==> src/common/drpPkg.sv <==
package drpPkg;

  //////////////////////////////
  // Default top-level parameter values
  //////////////////////////////

  localparam int DEF_PORTS  = 3;
  localparam int DEF_ADDR_W = 12;
  localparam int DEF_DATA_W = 16;

  //////////////////////////////
  // Plain vector types
  //////////////////////////////

  // DRP register address
  typedef logic [DEF_ADDR_W-1:0] drpAddrT;

  // DRP write or read data
  typedef logic [DEF_DATA_W-1:0] drpDataT;

  // Slave port number
  typedef logic [1:0] portIdxT;

  //////////////////////////////
  // Transaction structs
  //////////////////////////////

  // One DRP request as strobed by a slave
  typedef struct packed {
    logic    we;
    drpAddrT addr;
    drpDataT di;
  } drpReqT;

  // Completed transaction on its way back to a slave
  typedef struct packed {
    portIdxT port;
    drpDataT dout;
  } drpRspT;

  // Master port sequencer states
  typedef enum logic [1:0] {
    IDLE,
    ISSUE,
    WAIT,
    DONE
  } seqStateT;

endpackage
==> src/drpInterconnect.sv <==
`timescale 1ns/100ps

module drpInterconnect #(
  parameter int NumPorts  = drpPkg::DEF_PORTS,
  parameter int AddrWidth = drpPkg::DEF_ADDR_W,
  parameter int DataWidth = drpPkg::DEF_DATA_W
) (
  input  logic                 drpClk,
  input  logic                 rst,
  // Slave ports
  input  logic [NumPorts-1:0]  sEn,
  input  drpPkg::drpReqT       sReq [NumPorts],
  output logic [NumPorts-1:0]  sRdy,
  output logic [DataWidth-1:0] sDo [NumPorts],
  // Master port towards the configurable block
  output logic                 mEn,
  output logic                 mWe,
  output logic [AddrWidth-1:0] mAddr,
  output logic [DataWidth-1:0] mDo,
  input  logic                 mRdy,
  input  logic [DataWidth-1:0] mDi
);

  import drpPkg::*;

  //////////////////////////////
  // Stage to stage wiring
  //////////////////////////////

  logic [NumPorts-1:0] pending;
  drpReqT              storedReq [NumPorts];
  logic                grant;
  portIdxT             grantPort;
  logic                seqIdle;
  logic                done;
  drpRspT              rsp;

  // Decode
  drpRequestLatch #(
    .NumPorts (NumPorts)
  ) i_drpRequestLatch (
    .drpClk    (drpClk),
    .rst       (rst),
    .sEn       (sEn),
    .sReq      (sReq),
    .grant     (grant),
    .grantPort (grantPort),
    .pending   (pending),
    .storedReq (storedReq)
  );

  drpArbiter #(
    .NumPorts (NumPorts)
  ) i_drpArbiter (
    .drpClk    (drpClk),
    .rst       (rst),
    .pending   (pending),
    .seqIdle   (seqIdle),
    .grant     (grant),
    .grantPort (grantPort)
  );

  // Execute
  drpMasterSequencer #(
    .NumPorts (NumPorts)
  ) i_drpMasterSequencer (
    .drpClk    (drpClk),
    .rst       (rst),
    .grant     (grant),
    .grantPort (grantPort),
    .storedReq (storedReq),
    .mRdy      (mRdy),
    .mDi       (mDi),
    .seqIdle   (seqIdle),
    .mEn       (mEn),
    .mWe       (mWe),
    .mAddr     (mAddr),
    .mDo       (mDo),
    .done      (done),
    .rsp       (rsp)
  );

  // Result
  drpResponseRouter #(
    .NumPorts (NumPorts)
  ) i_drpResponseRouter (
    .drpClk (drpClk),
    .rst    (rst),
    .done   (done),
    .rsp    (rsp),
    .sRdy   (sRdy),
    .sDo    (sDo)
  );

endmodule

==> src/drpResponseRouter.sv <==
`timescale 1ns/100ps

module drpResponseRouter #(
  parameter int NumPorts = drpPkg::DEF_PORTS
) (
  input  logic                drpClk,
  input  logic                rst,
  input  logic                done,
  input  drpPkg::drpRspT      rsp,
  output logic [NumPorts-1:0] sRdy,
  output drpPkg::drpDataT     sDo [NumPorts]
);

  import drpPkg::*;

  // One-hot decode of the returning port
  logic [NumPorts-1:0] portHit;

  always_comb begin
    for (int p = 0; p < NumPorts; p++) begin
      portHit[p] = done && (rsp.port == portIdxT'(p));
    end
  end

  //////////////////////////////
  // Ready pulse
  //////////////////////////////

  always_ff @(posedge drpClk) begin
    if (rst) begin
      sRdy <= '0;
    end else begin
      sRdy <= portHit;
    end
  end

  //////////////////////////////
  // Held read data
  //////////////////////////////

  // Other ports keep their last value
  always_ff @(posedge drpClk) begin
    for (int p = 0; p < NumPorts; p++) begin
      if (portHit[p]) begin
        sDo[p] <= rsp.dout;
      end
    end
  end

endmodule

==> src/drpMaster/drpMasterSequencer.sv <==
`timescale 1ns/100ps

module drpMasterSequencer #(
  parameter int NumPorts = drpPkg::DEF_PORTS
) (
  input  logic            drpClk,
  input  logic            rst,
  input  logic            grant,
  input  drpPkg::portIdxT grantPort,
  input  drpPkg::drpReqT  storedReq [NumPorts],
  input  logic            mRdy,
  input  drpPkg::drpDataT mDi,
  output logic            seqIdle,
  output logic            mEn,
  output logic            mWe,
  output drpPkg::drpAddrT mAddr,
  output drpPkg::drpDataT mDo,
  output logic            done,
  output drpPkg::drpRspT  rsp
);

  import drpPkg::*;

  seqStateT state;

  logic   takeGrant;
  logic   rdyHit;
  drpReqT grantedReq;

  assign takeGrant  = (state == IDLE) && grant;
  assign rdyHit     = (state == WAIT) && mRdy;
  assign grantedReq = storedReq[grantPort];
  assign seqIdle    = (state == IDLE);

  //////////////////////////////
  // Control FSM
  //////////////////////////////

  // mEn is high while in ISSUE, done is high while in DONE
  always_ff @(posedge drpClk) begin
    if (rst) begin
      state <= IDLE;
      mEn   <= 1'b0;
      done  <= 1'b0;
    end else begin
      mEn  <= 1'b0;
      done <= 1'b0;
      case (state)
        IDLE: begin
          if (takeGrant) begin
            state <= ISSUE;
            mEn   <= 1'b1;
          end
        end
        ISSUE: begin
          state <= WAIT;
        end
        WAIT: begin
          // Target may take any number of cycles
          if (rdyHit) begin
            state <= DONE;
            done  <= 1'b1;
          end
        end
        DONE: begin
          state <= IDLE;
        end
        default: begin
          state <= IDLE;
        end
      endcase
    end
  end

  //////////////////////////////
  // Master port and response data
  //////////////////////////////

  always_ff @(posedge drpClk) begin
    if (takeGrant) begin
      mWe      <= grantedReq.we;
      mAddr    <= grantedReq.addr;
      mDo      <= grantedReq.di;
      rsp.port <= grantPort;
    end
    // Read data is captured for writes too, the slave ignores it
    if (rdyHit) begin
      rsp.dout <= mDi;
    end
  end

endmodule

==> src/drpMaster/drpArbiter.sv <==
`timescale 1ns/100ps

module drpArbiter #(
  parameter int NumPorts = drpPkg::DEF_PORTS
) (
  input  logic                drpClk,
  input  logic                rst,
  input  logic [NumPorts-1:0] pending,
  input  logic                seqIdle,
  output logic                grant,
  output drpPkg::portIdxT     grantPort
);

  import drpPkg::*;

  // Port of the most recent grant
  portIdxT lastPtr;

  portIdxT nextPort;
  logic    anyPending;

  //////////////////////////////
  // Round-robin search
  //////////////////////////////

  // Walk upward from the port after the last grant, wrapping around
  always_comb begin
    int unsigned cand;
    nextPort   = lastPtr;
    anyPending = 1'b0;
    for (int k = 1; k <= NumPorts; k++) begin
      cand = (int'(lastPtr) + k) % NumPorts;
      if (!anyPending && pending[cand]) begin
        anyPending = 1'b1;
        nextPort   = portIdxT'(cand);
      end
    end
  end

  //////////////////////////////
  // Grant strobe and pointer
  //////////////////////////////

  // Pointer starts at the top port so port 0 wins first.
  // A grant is never issued back to back since the sequencer
  // only leaves IDLE on the edge after the strobe
  always_ff @(posedge drpClk) begin
    if (rst) begin
      grant   <= 1'b0;
      lastPtr <= portIdxT'(NumPorts - 1);
    end else begin
      grant <= 1'b0;
      if (seqIdle && !grant && anyPending) begin
        grant   <= 1'b1;
        lastPtr <= nextPort;
      end
    end
  end

  // Pointer already holds the granted port during the strobe
  assign grantPort = lastPtr;

endmodule

==> src/drpRequestLatch.sv <==
`timescale 1ns/100ps

module drpRequestLatch #(
  parameter int NumPorts = drpPkg::DEF_PORTS
) (
  input  logic                drpClk,
  input  logic                rst,
  input  logic [NumPorts-1:0] sEn,
  input  drpPkg::drpReqT      sReq [NumPorts],
  input  logic                grant,
  input  drpPkg::portIdxT     grantPort,
  output logic [NumPorts-1:0] pending,
  output drpPkg::drpReqT      storedReq [NumPorts]
);

  import drpPkg::*;

  // One bit per port, high when the arbiter takes that slot this cycle
  logic [NumPorts-1:0] grantHit;

  //////////////////////////////
  // Grant decode
  //////////////////////////////

  always_comb begin
    for (int p = 0; p < NumPorts; p++) begin
      grantHit[p] = grant && (grantPort == portIdxT'(p));
    end
  end

  //////////////////////////////
  // Request slots
  //////////////////////////////

  // Loaded on the enable strobe and held until the next one
  always_ff @(posedge drpClk) begin
    for (int p = 0; p < NumPorts; p++) begin
      if (sEn[p]) begin
        storedReq[p] <= sReq[p];
      end
    end
  end

  //////////////////////////////
  // Pending flags
  //////////////////////////////

  // A slave may not strobe again before its ready pulse,
  // so set and clear never meet on the same port
  always_ff @(posedge drpClk) begin
    if (rst) begin
      pending <= '0;
    end else begin
      for (int p = 0; p < NumPorts; p++) begin
        if (sEn[p]) begin
          pending[p] <= 1'b1;
        end else if (grantHit[p]) begin
          pending[p] <= 1'b0;
        end
      end
    end
  end

endmodule

==> config.mk <==
export PLATFORM = sky130hd
export DESIGN_NAME = drpInterconnect
export DESIGN_NICKNAME = d
export VERILOG_FILES = /design/src/common/drpPkg.sv /design/src/drpInterconnect.sv /design/src/drpResponseRouter.sv /design/src/drpMaster/drpMasterSequencer.sv /design/src/drpMaster/drpArbiter.sv /design/src/drpRequestLatch.sv
export SDC_FILE = /design/constraint.sdc
export NUM_CORES = 1
export LEC_CHECK = 0
export BUFFER_PORTS_ARGS = -buffer_cell sky130_fd_sc_hd__clkbuf_2
export CAP_MARGIN = 20
export CORE_MARGIN = 4
export CORE_UTILIZATION = 52
export CTS_CLUSTER_DIAMETER = 30
export DETAILED_ROUTE_END_ITERATION = 6
export PLACE_DENSITY = 0.78
export SETUP_SLACK_MARGIN = 0.05
export SLEW_MARGIN = 0
export SYNTH_ARGS = -nofsm -noshare
export SYNTH_HDL_FRONTEND = slang
export SYNTH_HIERARCHICAL = 1
export SYNTH_SLANG_ARGS = --single-unit
==> constraint.sdc <==
create_clock -name drpClk -period 2.95 [get_ports drpClk]
set_input_delay 0.1475 -clock drpClk [delete_from_list [all_inputs] [get_ports drpClk]]
set_output_delay 0.1475 -clock drpClk [all_outputs]
set_load 0.005 [all_outputs]
==> results of run 1 <==
-- per-layer routing --
metal	vias to the layer above	global-route usage [%]
met3	21	5.13
li1	1984	-
met1	2017	25.2
met4	0	7.73
met2	224	34.5
met5	-	0
-- synth_stat cells (2+ instances only) --
cell type  count
mux2i_1       30
and3b_2        2
nor2_1         6
nand2_2       20
o21ai_2       20
buf_2          3
o21ai_0        2
inv_1          9
ha_1           5
o21ai_1       10
buf_6          6
dfxtp_1       13
nor4bb_1       2
nor3_1         5
a21oi_1        3
nand2_1       12
o22ai_1        2
and2_1         4
and4bb_2       2
buf_12         2
edfxtp_1     182
-- placed cells by master (no fill, tap or decap), drive strengths merged, types with 2 or more instances in the layout --
master / n
dlygate4sd3: 103
o22ai: 2
buf: 3
and3b: 2
ha: 5
clkinvlp: 4
nand2: 32
and4bb: 2
nor3: 5
nor2b: 2
and2: 4
clkinv: 6
nor2: 6
nor4bb: 2
clkbuf: 206
nor4b: 2
o21ai: 32
inv: 12
dfxtp: 13
edfxtp: 182
mux2i: 30
a21oi: 3
-- registers in the layout, indices dropped and copies added (netlist names) --
signal and cells:
i_drpArbiter/grant 1, i_drpRequestLatch/storedReq 87, i_drpResponseRouter/sRdy 3, i_drpMasterSequencer/mWe 1, i_drpMasterSequencer/mAddr 12, i_drpMasterSequencer/state 2
i_drpMasterSequencer/done 1, i_drpArbiter/grantPort 2, i_drpRequestLatch/pending 3, i_drpMasterSequencer/mDo 16, i_drpMasterSequencer/mEn 1, i_drpResponseRouter/sDo 48
i_drpMasterSequencer/rsp 18
-- repair_timing --
| action | CTS | global route |
|---|---|---|
| hold endpoints to repair | 103 | 0 |
| setup endpoints to repair | 0 | 0 |
| setup buffers | 0 | 0 |
| hold buffers | 103 | 0 |
-- through the flow --
stage	instances	util [%]	total power, uW	hold slack, ns
4_1_cts	849	72.9	7070	0.0520
3_5_place_dp	716	61.2	4960	0.326
6_report	849	72.9	7040	0.0666
2_1_floorplan	359	-	4540	0.220
5_1_grt	849	72.9	7350	0.0814
3_3_place_gp	716	61.2	4880	0.324
-- kinds of logic after synthesis --
| kind of cell | Yosys count | share of synthesized area [%] |
|---|---|---|
| compound gates | 45 | 4.85 |
| fa+ha+maj | 5 | 0.895 |
| buf+inv | 20 | 2.24 |
| flops | 195 | 81.9 |
| mux | 30 | 4.29 |
| simple gates | 64 | 5.85 |
-- area by class of cell --
cell class	instances	area share (%)
inverters	9	0.351
repair buffers	295	20.8
clock inverters	13	0.924
well taps	176	2.29
clock buffers	17	4.43
multi-input cells	144	11.6
flip-flops and latches	195	59.6
-- how the worst max path moves through the flow --
stage                                                 from                               endpoint  slack, ns
CTS                 i_drpArbiter/grantPort[0]$_SDFFE_PP0P_  i_drpMasterSequencer/mDo[0]$_DFFE_PP_       0.69
global placement    i_drpArbiter/grantPort[0]$_SDFFE_PP0P_  i_drpMasterSequencer/mDo[3]$_DFFE_PP_       0.81
finish              i_drpArbiter/grantPort[0]$_SDFFE_PP0P_  i_drpMasterSequencer/mDo[0]$_DFFE_PP_       0.69
global route        i_drpArbiter/grantPort[0]$_SDFFE_PP0P_  i_drpMasterSequencer/mDo[0]$_DFFE_PP_       0.55
floorplan           i_drpMasterSequencer/rsp[17]$_DFFE_PP_  i_drpResponseRouter/sDo[32]$_DFFE_PP_       0.82
detailed placement  i_drpArbiter/grantPort[0]$_SDFFE_PP0P_  i_drpMasterSequencer/mDo[1]$_DFFE_PP_       0.72
-- power groups by stage --
stage               combinational [uW]  clock (uW)  sequential [uW]
finish                            1370        2010             3660
global route                      1490        2170             3690
CTS                               1350        2050             3660
detailed placement                1250           0             3710
global placement                  1180           0             3700
floorplan                          891           0             3650
==> impl_metrics.tcl, run 1 <==
set metrics [dict create \
    critPathBufInv 1 \
    overflow 0 \
    maxCapViolCount 0 \
    syn_nets 473 \
    wl_met2_um 7840 \
    grt_max_degree 33 \
    synth-seq-area-share_pct 81.9 \
    grt_pass1_vias 4333 \
    antenna_found_initial 0 \
    cts_tree "done" \
    timing.slew.headroom_pct 35.3 \
    finalClockSkew_ns 0.00792 \
    h-tree-depth 4 \
    p_leak_uw 0.00383 \
    cp-start-kind "flip-flop" \
    slowest_stage "nor2b_4" \
    status "finished clean" \
    routed.top_layer "met4" \
    cp_cell_sequence "buf_4, nor2b_4, nand2_1, o21ai_1" \
    finalCriticalPeriod_ns 2.26 \
    setup_violations 0 \
    syn_avg_cell_area_sq_um 19.5 \
    fin_tns_setup_ns 0 \
    cts_buffer_depth 2 \
    holdPathStages 2 \
    max_freq_mhz 443 \
    netlist_area_sq_um 6990 \
    cp.depth 4 \
    crit_fanout 29 \
    hold_viol 0 \
    syn_inst 359 \
    switching_share_pct 26.6 \
    rrSetupSlack_ns 0.69 \
    yosys.area.top_type_share_pct 78.2 \
    viasPerCell 5.00 \
    die_area_sq_um 15400 \
    ys_seq_elements 195 \
    design_area_sq_um 9610 \
    netSwitchingPower_uw 1870 \
    met1_length_um 6120 \
    place_area_sq_um 8070 \
    hp-class "in2reg" \
    die_h_um 124 \
    rsz0062_at_grt "no" \
    cts-root-buf "clkbuf_16" \
    nFillCells 761 \
    crit_type "reg2reg" \
    setup_slack_ns 0.691 \
    grt_first_pass_wirelength_um 22700 \
    regArea_sq_um 5730 \
    internal_power_uw 5160 \
    timing.rr.start "i_drpArbiter/grantPort[0]$_SDFFE_PP0P_" \
    synth-edff-count 182 \
    end_kind "flip-flop" \
    die_x_um 124 \
    drc_errors 0 \
    wl_met3_um 1190 \
    cp_top_family "simple AND/OR/NAND/NOR gates" \
    diodes 0 \
    synthFlopType "edfxtp_1" \
    arrival_ns 2.53 \
    numCtsBuffers 17 \
    async_flop_share_pct 0 \
    gp_congestion 0.766 \
    combPwrFrac_pct 19.4 \
    wl_um 15400 \
    period_share_pct 76.6 \
    drv_slew 0 \
    worst_pin_slew_ns 0.969 \
    dp_slack_ns 0.721 \
    hpwl_um 9070 \
    multi_input_comb_area_sq_um 1120 \
    ys_types 40 \
    irDropWorstVdd_mv 0.445 \
    drt-initial-drc-count 298 \
    post_cts_resized 0 \
    r2r-end "i_drpMasterSequencer/mDo[0]$_DFFE_PP_" \
    vias 4246 \
    num_rows 42 \
    area_delta_synth_final_pct 37.5 \
    final_antenna_net_count 0 \
    ys.warnings.count 6 \
    grt_usage_pct 20.3 \
    layout.nets 776 \
    crit_path_max_incr_delay_ns 0.88 \
    p_seq_share_pct 52.0 \
    wl_per_cell_um 18.1 \
    port_buffers 189 \
    fp.coreArea_sq_um 13200 \
    crit_required_ns 3.22 \
    ioPinCount 190 \
    power.share.clock_pct 28.5 \
    cts_num_sinks 195 \
    clk_pin_slew_ns 0.06 \
    dr.pass1.iters 4 \
    p_per_area_nw_per_um2 732 \
    holdPathEnd "i_drpArbiter/grant$_SDFF_PP0_" \
    drive_above_1_share_pct 41.0 \
    hold_start "rst" \
    yosysTopAreaCell "edfxtp_1" \
    synth.area.top_cells "edfxtp_1 (78%), mux2i_1 (4.3%), dfxtp_1 (3.7%), o21ai_2 (2.5%), nand2_2 (1.8%)" \
    start_util_pct 53.0 \
    worstSkewPairLatency_ns 0.42 \
    r2r_cells 4 \
]
Power figures use the tool's default switching activity.
==> inputs of run 2 (changes only) <==
- clock period: 2.95 -> 2.15 ns (I/O delays scaled with it)
==> run 2 against run 1 <==
Compared with the run above:
- routed wire length is 3.3% higher
- sequential share of layout area fell by 1.1 points
- largest power group unchanged
- fmax increased by 16%
- final cell count grew 1.4%
- total power is 44% higher
- largest cell class unchanged
- first-iteration DRC count is 23% lower
==> impl_metrics.tcl, run 2 (synthesized netlist as in run 1, its figures left out) <==
set metrics [dict create \
    drv_slew 0 \
    vias 4331 \
    arrival_ns 2.26 \
    hold_start "mRdy" \
    overflow 0 \
    timing.slew.headroom_pct 38.8 \
    cts_num_sinks 195 \
    crit_path_max_incr_delay_ns 0.49 \
    dr.pass1.iters 4 \
    worst_pin_slew_ns 0.918 \
    finalCriticalPeriod_ns 1.95 \
    dp_slack_ns 0.141 \
    cts_buffer_depth 2 \
    port_buffers 189 \
    design_area_sq_um 9800 \
    setup_violations 0 \
    setup_slack_ns 0.195 \
    regMostFlops "i_drpRequestLatch/storedReq" \
    nFillCells 767 \
    fp.coreArea_sq_um 13200 \
    viasPerCell 5.03 \
    die_area_sq_um 15400 \
    drive_above_1_share_pct 41.7 \
    cp_cell_sequence "inv_1, ha_1, buf_4, nor4_1, or4_4, or2_4, o41ai_2" \
    final_cell_mix "clkbuf_2 (189), edfxtp_1 (182), dlygate4sd3_1 (104), mux2i_1 (30)" \
    wl_um 15900 \
    crit_type "reg2reg" \
    wl_per_cell_um 18.5 \
    drc_errors 0 \
    final_common_cell "clkbuf_2" \
    slowest_stage "or4_4" \
    rsz0062_at_grt "no" \
    die_h_um 124 \
    end_kind "flip-flop" \
    critPathLaunch "i_drpArbiter/grantPort[1]$_SDFFE_PP1P_" \
    maxCapViolCount 0 \
    die_x_um 124 \
    cts-root-buf "clkbuf_16" \
    crit_required_ns 2.46 \
    period_share_pct 90.9 \
    layout.nets 785 \
    fin_tns_setup_ns 0 \
    clk_pin_slew_ns 0.06 \
    timing.rr.start "i_drpArbiter/grantPort[1]$_SDFFE_PP1P_" \
    crit_fanout 8 \
    largest_register_ffs 87 \
    drt-initial-drc-count 230 \
    start_util_pct 53.0 \
    h-tree-depth 4 \
    numCtsBuffers 17 \
    final_antenna_net_count 0 \
    post-cts-setup-buffers 0 \
    grt_pass1_vias 4556 \
    p_per_area_nw_per_um2 1040 \
    grt_max_degree 32 \
    finalClockSkew_ns 0.0103 \
    critPathBufInv 2 \
    worstSkewPairLatency_ns 0.42 \
    grt_first_pass_wirelength_um 23700 \
    hold_viol 0 \
    place_area_sq_um 8150 \
    gp_congestion 0.712 \
    hp-class "in2reg" \
    antenna_found_initial 1 \
    num_rows 42 \
    cts_tree "done" \
    grt_usage_pct 21.2 \
    area_delta_synth_final_pct 40.1 \
    ioPinCount 190 \
    cp_top_family "simple AND/OR/NAND/NOR gates" \
    max_freq_mhz 512 \
    largestRegisters "i_drpRequestLatch/storedReq: 87 flops, i_drpResponseRouter/sDo: 48 flops, i_drpMasterSequencer/rsp: 18 flops" \
    irDropWorstVdd_mv 0.673 \
    status "finished clean" \
    hpwl_um 9090 \
    p_leak_uw 0.00392 \
    cp-start-kind "flip-flop" \
]
run 2: power breakdown:
group	total (uW)	switching (uW)	internal, uW
Combinational	2060	1100	960
Sequential	4970	209	4760
Clock	3130	1300	1830
Total	10200	2600	7550
run 2: through the flow:
stage          total power (uW)  std cells  util (%)  hold slack (ns)
2_1_floorplan              6230        359         -            0.180
5_1_grt                   10600        861      74.3           0.0873
3_3_place_gp               6770        724      61.8            0.284
3_5_place_dp               6890        724      61.8            0.286
4_1_cts                   10100        860      74.2           0.0600
6_report                  10200        861      74.3           0.0861
run 2: repair_timing:
item | CTS | global route
hold endpoints to repair | 104 | 0
gates resized for setup | 0 | 1
hold buffers | 104 | 0
endpoints found under the setup margin | 0 | 1
run 2: metal layers:
layer	vias to the layer above	part of all wire, %	track usage (%)
met2	228	51	36.5
li1	2001	-	-
met3	35	7.8	5.77
met1	2067	39	25.0
met5	-	0	0
met4	0	2.5	9.24
run 2: layout make-up:
class / instances / area, sq um / share of cell area (%)
well taps: 176 / 220 / 2.25
inverters: 9 / 33.8 / 0.345
clock inverters: 13 / 158 / 1.61
multi-input cells: 144 / 1130 / 11.5
flip-flops and latches: 195 / 5730 / 58.5
clock buffers: 19 / 433 / 4.42
diodes: 1 / 2.50 / 0.0255
repair buffers: 304 / 2090 / 21.4
run 2: worst reg2reg max path, stage by stage, from the launching register on:
cell,delay (ns)
dfxtp_2,0.35
inv_1,0.06
ha_1,0.16
buf_4,0.15
nor4_1,0.05
or4_4,0.49
or2_4,0.26
o41ai_2,0.33
run 2: path summary, 6_finish.rpt:
check	to	slack [ns]	cells after the start
max	i_drpArbiter/grantPort[0]$_SDFFE_PP0P_	0.20	7
min	i_drpMasterSequencer/state[1]$_SDFFE_PP0P_	0.09	4
max reg2reg	i_drpArbiter/grantPort[0]$_SDFFE_PP0P_	0.20	7
min reg2reg	i_drpResponseRouter/sDo[34]$_DFFE_PP_	0.48	0
